==> config.mk <==
export PLATFORM = sky130hd
export DESIGN_NAME = soc_padframe
export DESIGN_NICKNAME = d
export VERILOG_FILES = /design/src/hw/padframe_pkg.sv /design/src/hw/padframe_reg_decode.sv /design/src/hw/padframe_pad_cell.sv /design/src/hw/padframe_readback.sv /design/src/hw/soc_padframe.sv
export SDC_FILE = /design/constraint.sdc
export NUM_CORES = 1
export LEC_CHECK = 0
export ABC_AREA = 1
export BUFFER_PORTS_ARGS = -buffer_cell sky130_fd_sc_hd__buf_2
export CAP_MARGIN = 20
export CORE_MARGIN = 2
export CORE_UTILIZATION = 45
export DETAILED_ROUTE_END_ITERATION = 7
export GPL_TIMING_DRIVEN = 1
export PLACE_DENSITY_LB_ADDON = 0.25
export SLEW_MARGIN = 20
export SYNTH_ARGS = -nofsm -noshare
export SYNTH_HDL_FRONTEND = slang
export SYNTH_SLANG_ARGS = --single-unit
==> constraint.sdc <==
create_clock -name clk_i -period 2.15 [get_ports clk_i]
set_input_delay 0.43 -clock clk_i [delete_from_list [all_inputs] [get_ports clk_i]]
set_output_delay 0.43 -clock clk_i [all_outputs]
set_load 0.03 [all_outputs]
==> src/hw/padframe_pkg.sv <==
package padframe_pkg;

  //////////////////////////////////////////////////
  // Dimensions
  //////////////////////////////////////////////////

  localparam int unsigned NumPads     = 4;
  localparam int unsigned AddrWidth   = 4;
  localparam int unsigned DataWidth   = 32;
  localparam int unsigned PadIdxWidth = $clog2(NumPads);

  // Two words per channel, anything at or above this is unmapped
  localparam logic [AddrWidth-1:0] NumRegWords = AddrWidth'(2 * NumPads);

  //////////////////////////////////////////////////
  // Register fields
  //////////////////////////////////////////////////

  // Configuration word, even address
  localparam int unsigned CfgOutBit   = 0;
  localparam int unsigned CfgOeBit    = 1;
  localparam int unsigned CfgIrqEnBit = 2;
  localparam int unsigned CfgEdgeBit  = 3;

  // Status word, odd address; pending is write-one-to-clear
  localparam int unsigned StatLevelBit = 0;
  localparam int unsigned StatPendBit  = 1;

  //////////////////////////////////////////////////
  // Bundles
  //////////////////////////////////////////////////

  typedef struct packed {
    logic                 valid;
    logic                 write;
    logic [AddrWidth-1:0] addr;
    logic [DataWidth-1:0] wdata;
  } reg_req_t;

  typedef struct packed {
    logic                 valid;
    logic                 error;
    logic [DataWidth-1:0] rdata;
  } reg_rsp_t;

  // Falling selects the falling edge, else rising
  typedef struct packed {
    logic falling;
    logic irq_en;
    logic oe;
    logic out;
  } pad_cfg_t;

  typedef struct packed {
    logic     cfg_we;
    logic     clr_pend;
    pad_cfg_t cfg;
  } pad_wr_t;

  typedef struct packed {
    pad_cfg_t cfg;
    logic     level;
    logic     pending;
  } pad_stat_t;

endpackage

==> src/hw/padframe_reg_decode.sv <==
module padframe_reg_decode (
  input  logic                                             clk_i,
  input  logic                                             rst_n_i,
  input  padframe_pkg::reg_req_t                           req_i,
  output padframe_pkg::pad_wr_t [padframe_pkg::NumPads-1:0] wr_o,
  output padframe_pkg::reg_req_t                           rd_req_o
);

  logic [padframe_pkg::PadIdxWidth-1:0] pad_idx;
  logic                                 word_sel;
  logic                                 in_range;
  logic                                 do_write;
  logic [padframe_pkg::NumPads-1:0]     pad_hit;
  padframe_pkg::pad_cfg_t               wr_cfg;

  //////////////////////////////////////////////////
  // Address split
  //////////////////////////////////////////////////

  // Bit 0 picks config or status, the bits above it pick the channel
  assign word_sel = req_i.addr[0];
  assign pad_idx  = req_i.addr[padframe_pkg::PadIdxWidth:1];
  assign in_range = req_i.addr < padframe_pkg::NumRegWords;
  assign do_write = req_i.valid && req_i.write && in_range;

  always_comb begin
    pad_hit          = '0;
    pad_hit[pad_idx] = 1'b1;
  end

  // Same config payload goes to every channel, only the strobe differs
  always_comb begin
    wr_cfg.out     = req_i.wdata[padframe_pkg::CfgOutBit];
    wr_cfg.oe      = req_i.wdata[padframe_pkg::CfgOeBit];
    wr_cfg.irq_en  = req_i.wdata[padframe_pkg::CfgIrqEnBit];
    wr_cfg.falling = req_i.wdata[padframe_pkg::CfgEdgeBit];
  end

  //////////////////////////////////////////////////
  // Per-channel strobes
  //////////////////////////////////////////////////

  always_comb begin
    for (int p = 0; p < padframe_pkg::NumPads; p++) begin
      wr_o[p].cfg      = wr_cfg;
      wr_o[p].cfg_we   = do_write && !word_sel && pad_hit[p];
      wr_o[p].clr_pend = do_write && word_sel && pad_hit[p] &&
                         req_i.wdata[padframe_pkg::StatPendBit];
    end
  end

  // Request held one cycle for the readback block
  always_ff @(posedge clk_i) begin
    if (!rst_n_i) begin
      rd_req_o.valid <= 1'b0;
    end else begin
      rd_req_o.valid <= req_i.valid;
    end
  end

  always_ff @(posedge clk_i) begin
    rd_req_o.write <= req_i.write;
    rd_req_o.addr  <= req_i.addr;
    rd_req_o.wdata <= req_i.wdata;
  end

endmodule

==> src/hw/padframe_pad_cell.sv <==
module padframe_pad_cell (
  input  logic                    clk_i,
  input  logic                    rst_n_i,
  input  padframe_pkg::pad_wr_t   wr_i,
  input  logic                    pad_i,
  output logic                    pad_o,
  output logic                    pad_en_o,
  output padframe_pkg::pad_stat_t stat_o
);

  padframe_pkg::pad_cfg_t cfg_q;

  logic sync_meta_q;
  logic sync_level_q;
  logic level_prev_q;
  logic pending_q;

  logic edge_rise;
  logic edge_fall;
  logic edge_hit;

  //////////////////////////////////////////////////
  // Configuration
  //////////////////////////////////////////////////

  always_ff @(posedge clk_i) begin
    if (!rst_n_i) begin
      cfg_q <= '0;
    end else if (wr_i.cfg_we) begin
      cfg_q <= wr_i.cfg;
    end
  end

  // Driver side of the pin
  assign pad_o    = cfg_q.out;
  assign pad_en_o = cfg_q.oe;

  //////////////////////////////////////////////////
  // Input synchronizer and edge detect
  //////////////////////////////////////////////////

  always_ff @(posedge clk_i) begin
    if (!rst_n_i) begin
      sync_meta_q  <= 1'b0;
      sync_level_q <= 1'b0;
      level_prev_q <= 1'b0;
    end else begin
      sync_meta_q  <= pad_i;
      sync_level_q <= sync_meta_q;
      level_prev_q <= sync_level_q;
    end
  end

  assign edge_rise = sync_level_q && !level_prev_q;
  assign edge_fall = !sync_level_q && level_prev_q;
  assign edge_hit  = cfg_q.falling ? edge_fall : edge_rise;

  // Sticky pending flag, a new edge beats a clear in the same cycle
  always_ff @(posedge clk_i) begin
    if (!rst_n_i) begin
      pending_q <= 1'b0;
    end else if (edge_hit) begin
      pending_q <= 1'b1;
    end else if (wr_i.clr_pend) begin
      pending_q <= 1'b0;
    end
  end

  //////////////////////////////////////////////////
  // State to readback
  //////////////////////////////////////////////////

  always_comb begin
    stat_o.cfg     = cfg_q;
    stat_o.level   = sync_level_q;
    stat_o.pending = pending_q;
  end

endmodule

==> src/hw/padframe_readback.sv <==
module padframe_readback (
  input  logic                                               clk_i,
  input  logic                                               rst_n_i,
  input  padframe_pkg::reg_req_t                             rd_req_i,
  input  padframe_pkg::pad_stat_t [padframe_pkg::NumPads-1:0] stat_i,
  output padframe_pkg::reg_rsp_t                             rsp_o,
  output logic                                               irq_o
);

  logic [padframe_pkg::PadIdxWidth-1:0] pad_idx;
  logic                                 word_sel;
  logic                                 in_range;
  logic                                 rd_ok;
  padframe_pkg::pad_stat_t              sel_stat;
  logic [padframe_pkg::DataWidth-1:0]   cfg_word;
  logic [padframe_pkg::DataWidth-1:0]   stat_word;
  logic [padframe_pkg::NumPads-1:0]     irq_vec;

  //////////////////////////////////////////////////
  // Word select
  //////////////////////////////////////////////////

  assign word_sel = rd_req_i.addr[0];
  assign pad_idx  = rd_req_i.addr[padframe_pkg::PadIdxWidth:1];
  assign in_range = rd_req_i.addr < padframe_pkg::NumRegWords;
  assign rd_ok    = rd_req_i.valid && !rd_req_i.write && in_range;
  assign sel_stat = stat_i[pad_idx];

  always_comb begin
    cfg_word                             = '0;
    cfg_word[padframe_pkg::CfgOutBit]   = sel_stat.cfg.out;
    cfg_word[padframe_pkg::CfgOeBit]    = sel_stat.cfg.oe;
    cfg_word[padframe_pkg::CfgIrqEnBit] = sel_stat.cfg.irq_en;
    cfg_word[padframe_pkg::CfgEdgeBit]  = sel_stat.cfg.falling;
  end

  always_comb begin
    stat_word                             = '0;
    stat_word[padframe_pkg::StatLevelBit] = sel_stat.level;
    stat_word[padframe_pkg::StatPendBit]  = sel_stat.pending;
  end

  // Writes and unmapped accesses answer with zero data
  always_comb begin
    rsp_o.valid = rd_req_i.valid;
    rsp_o.error = rd_req_i.valid && !in_range;
    rsp_o.rdata = '0;
    if (rd_ok) begin
      rsp_o.rdata = word_sel ? stat_word : cfg_word;
    end
  end

  //////////////////////////////////////////////////
  // Interrupt combine
  //////////////////////////////////////////////////

  always_comb begin
    for (int p = 0; p < padframe_pkg::NumPads; p++) begin
      irq_vec[p] = stat_i[p].pending && stat_i[p].cfg.irq_en;
    end
  end

  assign irq_o = |irq_vec;

endmodule

==> src/hw/soc_padframe.sv <==
module soc_padframe (
  input  logic                             clk_i,
  input  logic                             rst_n_i,
  input  padframe_pkg::reg_req_t           reg_req_i,
  output padframe_pkg::reg_rsp_t           reg_rsp_o,
  input  logic [padframe_pkg::NumPads-1:0] pad_i,
  output logic [padframe_pkg::NumPads-1:0] pad_o,
  output logic [padframe_pkg::NumPads-1:0] pad_en_o,
  output logic                             irq_o
);

  padframe_pkg::pad_wr_t   [padframe_pkg::NumPads-1:0] wr;
  padframe_pkg::pad_stat_t [padframe_pkg::NumPads-1:0] stat;
  padframe_pkg::reg_req_t                              rd_req;

  //////////////////////////////////////////////////
  // Register decode
  //////////////////////////////////////////////////

  padframe_reg_decode reg_decode_i (
    .clk_i    ( clk_i     ),
    .rst_n_i  ( rst_n_i   ),
    .req_i    ( reg_req_i ),
    .wr_o     ( wr        ),
    .rd_req_o ( rd_req    )
  );

  //////////////////////////////////////////////////
  // Pad channels
  //////////////////////////////////////////////////

  for (genvar p = 0; p < padframe_pkg::NumPads; p++) begin : g_pad
    padframe_pad_cell pad_cell_i (
      .clk_i    ( clk_i       ),
      .rst_n_i  ( rst_n_i     ),
      .wr_i     ( wr[p]       ),
      .pad_i    ( pad_i[p]    ),
      .pad_o    ( pad_o[p]    ),
      .pad_en_o ( pad_en_o[p] ),
      .stat_o   ( stat[p]     )
    );
  end

  //////////////////////////////////////////////////
  // Response and interrupt
  //////////////////////////////////////////////////

  padframe_readback readback_i (
    .clk_i    ( clk_i     ),
    .rst_n_i  ( rst_n_i   ),
    .rd_req_i ( rd_req    ),
    .stat_i   ( stat      ),
    .rsp_o    ( reg_rsp_o ),
    .irq_o    ( irq_o     )
  );

endmodule

**Word-level counts from Yosys, hierarchy flattened**

Index checks and enable logic that the tools add are counted.
Widths: inputs -> output; s select.

- Bits in registers: 38
- Bits in latches: 0
- RAM bits: 0
- Memory bits (read-only): 0
- Bits of input ports: 44
- Output and inout bits: 43
- Logic and storage cells: 106
- Memories kept: 0

- Add/sub/neg operators: 0
- Multipliers: 0
- Div/mod/pow operators: 0
- Magnitude comparators: 5
- Equality and inequality tests: 0
- Shift-type cells: 0
- Mux-type cells: 18
- Bitwise gates (word level): 0
- Reductions and logical operators: 48

Operators with widths:

| kind | number |
|---|---|
| $logic_and 1x1->1 | 32 |
| $mux 32 | 1 |
| $mux 1 | 13 |
| $bmux 6 s2 | 1 |
| $logic_not 1->1 | 11 |
| $lt 4x4->1 const B | 2 |
| $reduce_bool 2->1 | 4 |
| $lt 2x3->1 const B | 2 |
| $mux 6 | 1 |
| $mux 4 | 1 |
| $reduce_or 4->1 | 1 |
| $demux 1 s2 | 1 |
| $ge 2x1->1 const B | 1 |

**Logic depth before layout (Yosys ltp)**

- Depth after elaboration: 8
- Gate-level depth with buffers: 7
- Gate-level depth less buffers: 6

**By module**

From an unflattened synthesis, not the netlist that was laid out.

- Cells, all modules: 357
- Area, all modules: 2791.4 µm²

Modules (own cells, without submodules):

| module | instances | cells each | area an instance (µm²) | sequential area each (µm²) |
|---|---|---|---|---|
| padframe_pad_cell | 4 | 40 | 305.3 | 160.2 |
| padframe_reg_decode | 1 | 79 | 994.7 | 760.7 |
| padframe_readback | 1 | 118 | 575.6 | 0.0 |

**Worst setup path before layout**

OpenSTA, ideal clock, no wires.

- Kind: register to output
- From: register reg_decode_i.rd_req_o[33] (netlist name)
- To: output reg_rsp_o[2] (netlist name)
- Arrival time: 1.304 ns
- Data required time: 1.720 ns
- Setup slack: 0.416 ns
- Stages on the path, launching flop included: 6
- Path buffers: 2
- Path through: dfxtp_1 > buf_2 > buf_2 > a21oi_1 > o21ai_0 > a21oi_1

RTL lines:

| element | RTL line | RTL |
|---|---|---|
| from (decl) | padframe_reg_decode.sv:6 | `output padframe_pkg::reg_req_t rd_req_o` |
| to (decl) | soc_padframe.sv:5 | `output padframe_pkg::reg_rsp_t reg_rsp_o,` |

==> flow_summary.toml <==
[min_path]
hold_class = "in2reg"
hp-start = "reg_req_i[36]"
whs_endpoint = "reg_decode_i.rd_req_o[36]"
whs_path_depth = 1

[timing]
hold_viol = 0
drv_slew = 0
max_clock_freq_ghz = 0.506
fin_crit_ps = 1980
finalSetupViolations = 0
rsz0062_at_grt = "false"
fin_crit_sh = 0.920
tns_ps = 0
hold-worst-slack_ps = 258
skew_ps = 0.932

[setup_path]
crit_family = "flip-flops"
crit_path_max_incr_delay_ps = 450
arrival_ps = 1550
path_buf_inv = 2
r2r-end = "g_pad[2].pad_cell_i.pending_q"
r2r_start = "g_pad[2].pad_cell_i.stat_o[5]"
end_kind = "output pin"
rr_worst_depth = 5
path_cells = "buf_4 -> nor2_1 -> nor2_1 -> o21ai_0 -> nand2_1 -> nand2_1 -> nand2_1 -> buf_2"
cpMostUsedCell = "nand2_1"
reg2reg_slack_ps = 1310
cp.required_ps = 1720
start_kind = "flop"
cpMaxStageDelayCell = "dfxtp_1"
path_max_fanout = 13
path_class = "reg2out"

[yosys]
ys_types = 21
ys_seq_area_frac = 0.381
yosys.area.top_type_share = 0.381
synth_top_cells_by_area = "dfxtp_1 (38%), buf_4 (14%), nand2_1 (12%)"
netlist_area_mm2 = 0.00200
synth-simple-area-share = 0.254
ys_ff_latch = 38
ys_warn_count = 0
synthAdderAreaFrac = 0
postSynthCellCount = 284
synth-compound-area-share = 0.115
yosysTopAreaCell = "dfxtp_1"
synth_top_family_by_area = "simple AND/OR/NAND/NOR gates"
muxShareOfSynthArea = 0
synth.avg_cell_area_um2 = 7.03
synthXorXnorAreaFrac = 0

[floorplan]
die_h_um = 70.6
num_rows = 24
dieWidth_um = 70.6
ios = 87
start_util = 0.462
core-area_mm2 = 0.00432
dieArea_mm2 = 0.00499

[drt]
routed_wl_um = 3660
ant_nets = 0
drt_iter0_drc = 58
drt-wirelength-per-cell_um = 10.2
drt_first_pass_iters = 4
viasPerCell = 4.39
drc_errors = 0
vias = 1567

[power_and_ir_drop]
ir_worst_vdd_mv = 0.456
totalPowerFinal_mw = 1.55
power_density_mw_per_mm2 = 729
p_leak_nw = 1.12

[grt]
grt_pass1_vias = 1317
grt_util_all_layers = 0.153
antenna_found_initial = 0
grt_pass1_wl_um = 5890
gr-total-overflow = 0
grt_start_max_net_pins = 15

[finish]
diodes = 0
area_growth_pct = 6.39
final_nets = 349
drive_above_1_share = 0.170
n_fill_cell = 482
layout_common_cells = "nand2_1 (65), inv_1 (42), dfxtp_1 (38)"
final_common_cell = "nand2_1"

[clock_network]
cts_inserted_buffers = 5
cts_tree = "done"
clkLatencyLatePin_ps = 290
h-tree-depth = 2
clock_sinks = 38
cts_buffer_depth = 2
clock-root-buffer = "clkbuf_8"
clk_pin_slew_ps = 80

[placement]
io_buffers = 30
dp_hpwl_um = 2820
gp_congestion = 0.815

[run]
cap_violations = 0

[outcome]
status = "finished clean"
==> cell usage after synthesis <==
library cell / count
nand3_2: 1
nand2_1: 65
inv_2: 3
o21ai_0: 13
buf_2: 6
o22ai_1: 1
buf_4: 37
nor2_2: 3
nand3_4: 3
a21oi_1: 21
conb_1: 1
nor2_1: 27
inv_1: 42
o211ai_1: 3
clkbuf_1: 2
nor2_4: 1
dfxtp_1: 38
o21bai_1: 4
nand4_1: 8
buf_6: 1
nand3_1: 4
==> registers in the layout (all words and copies together), names as in the netlist <==
register,count
g_pad.pad_cell_i.pad_en_o,4
g_pad.pad_cell_i.stat_o,8
g_pad.pad_cell_i.sync_level_q,4
reg_decode_i.rd_req_o,6
g_pad.pad_cell_i.pending_q,4
g_pad.pad_cell_i.sync_meta_q,4
g_pad.pad_cell_i.level_prev_q,4
g_pad.pad_cell_i.pad_o,4
==> per-layer routing <==
metal	share of wire	global-route usage
met1	0.45	0.186
met3	0.068	0.0598
met4	0.0096	0.0440
met2	0.47	0.253
met5	0	0
==> worst register-to-register path: stages (launching register included) <==
cell and delay [ps]:
dfxtp_1 300, inv_1 100, nand2_1 60, o21ai_0 150, inv_1 50, a21oi_1 120
==> how the worst max path moves through the flow <==
stage / start / endpoint / slack [ps] / cells past startpoint
floorplan: reg_decode_i.rd_req_o[33] / reg_rsp_o[2] / 420 / 5
global placement: reg_decode_i.rd_req_o[37] / reg_rsp_o[2] / 460 / 7
detailed placement: reg_decode_i.rd_req_o[37] / reg_rsp_o[2] / 460 / 7
CTS: reg_decode_i.rd_req_o[37] / reg_rsp_o[2] / 130 / 7
global route: reg_decode_i.rd_req_o[33] / reg_rsp_o[1] / 70 / 8
finish: reg_decode_i.rd_req_o[33] / reg_rsp_o[1] / 170 / 8
==> what timing repair did <==
| action | 4_1_cts | 5_1_grt |
|---|---|---|
| endpoints found under the setup margin | 0 | 1 |
| hold buffers | 0 | 0 |
| gates resized for setup | 0 | 1 |
| hold endpoints to repair | 0 | 0 |
| buffers inserted | 0 | 0 |
==> through the flow <==
| step | cell area [um^2] | worst slack, ps | instances | util |
|---|---|---|---|---|
| floorplan | 2100 | 416 | 311 | - |
| global placement | 2010 | 463 | 350 | 0.465 |
| detailed placement | 2010 | 457 | 350 | 0.465 |
| CTS | 2120 | 129 | 357 | 0.491 |
| global route | 2120 | 69.6 | 357 | 0.491 |
| finish | 2120 | 173 | 357 | 0.491 |
==> power breakdown <==
part           internal (mW)  total (mW)  switching, mW
Sequential             0.726       0.738         0.0117
Clock                  0.371       0.619          0.248
Combinational         0.0427       0.192          0.149
Total                   1.14        1.55          0.409
==> cells by family after synthesis <==
group | Yosys count
flip-flops | 38
AO/OA/AOI/OAI | 42
buffers and inverters | 91
other | 1
AND/OR/NAND/NOR | 112
==> cell type report <==
class	count	area, um^2	share of cell area
Tap cell	52	65.1	0.0306
Clock inverter	1	30.0	0.0141
Inverter	45	169	0.0795
Clock buffer	6	82.6	0.0389
Multi-Input combinational cell	182	845	0.398
Sequential cell	38	761	0.358
Timing Repair Buffer	33	173	0.0813
Note: power is estimated with default switching activity, not from simulation.
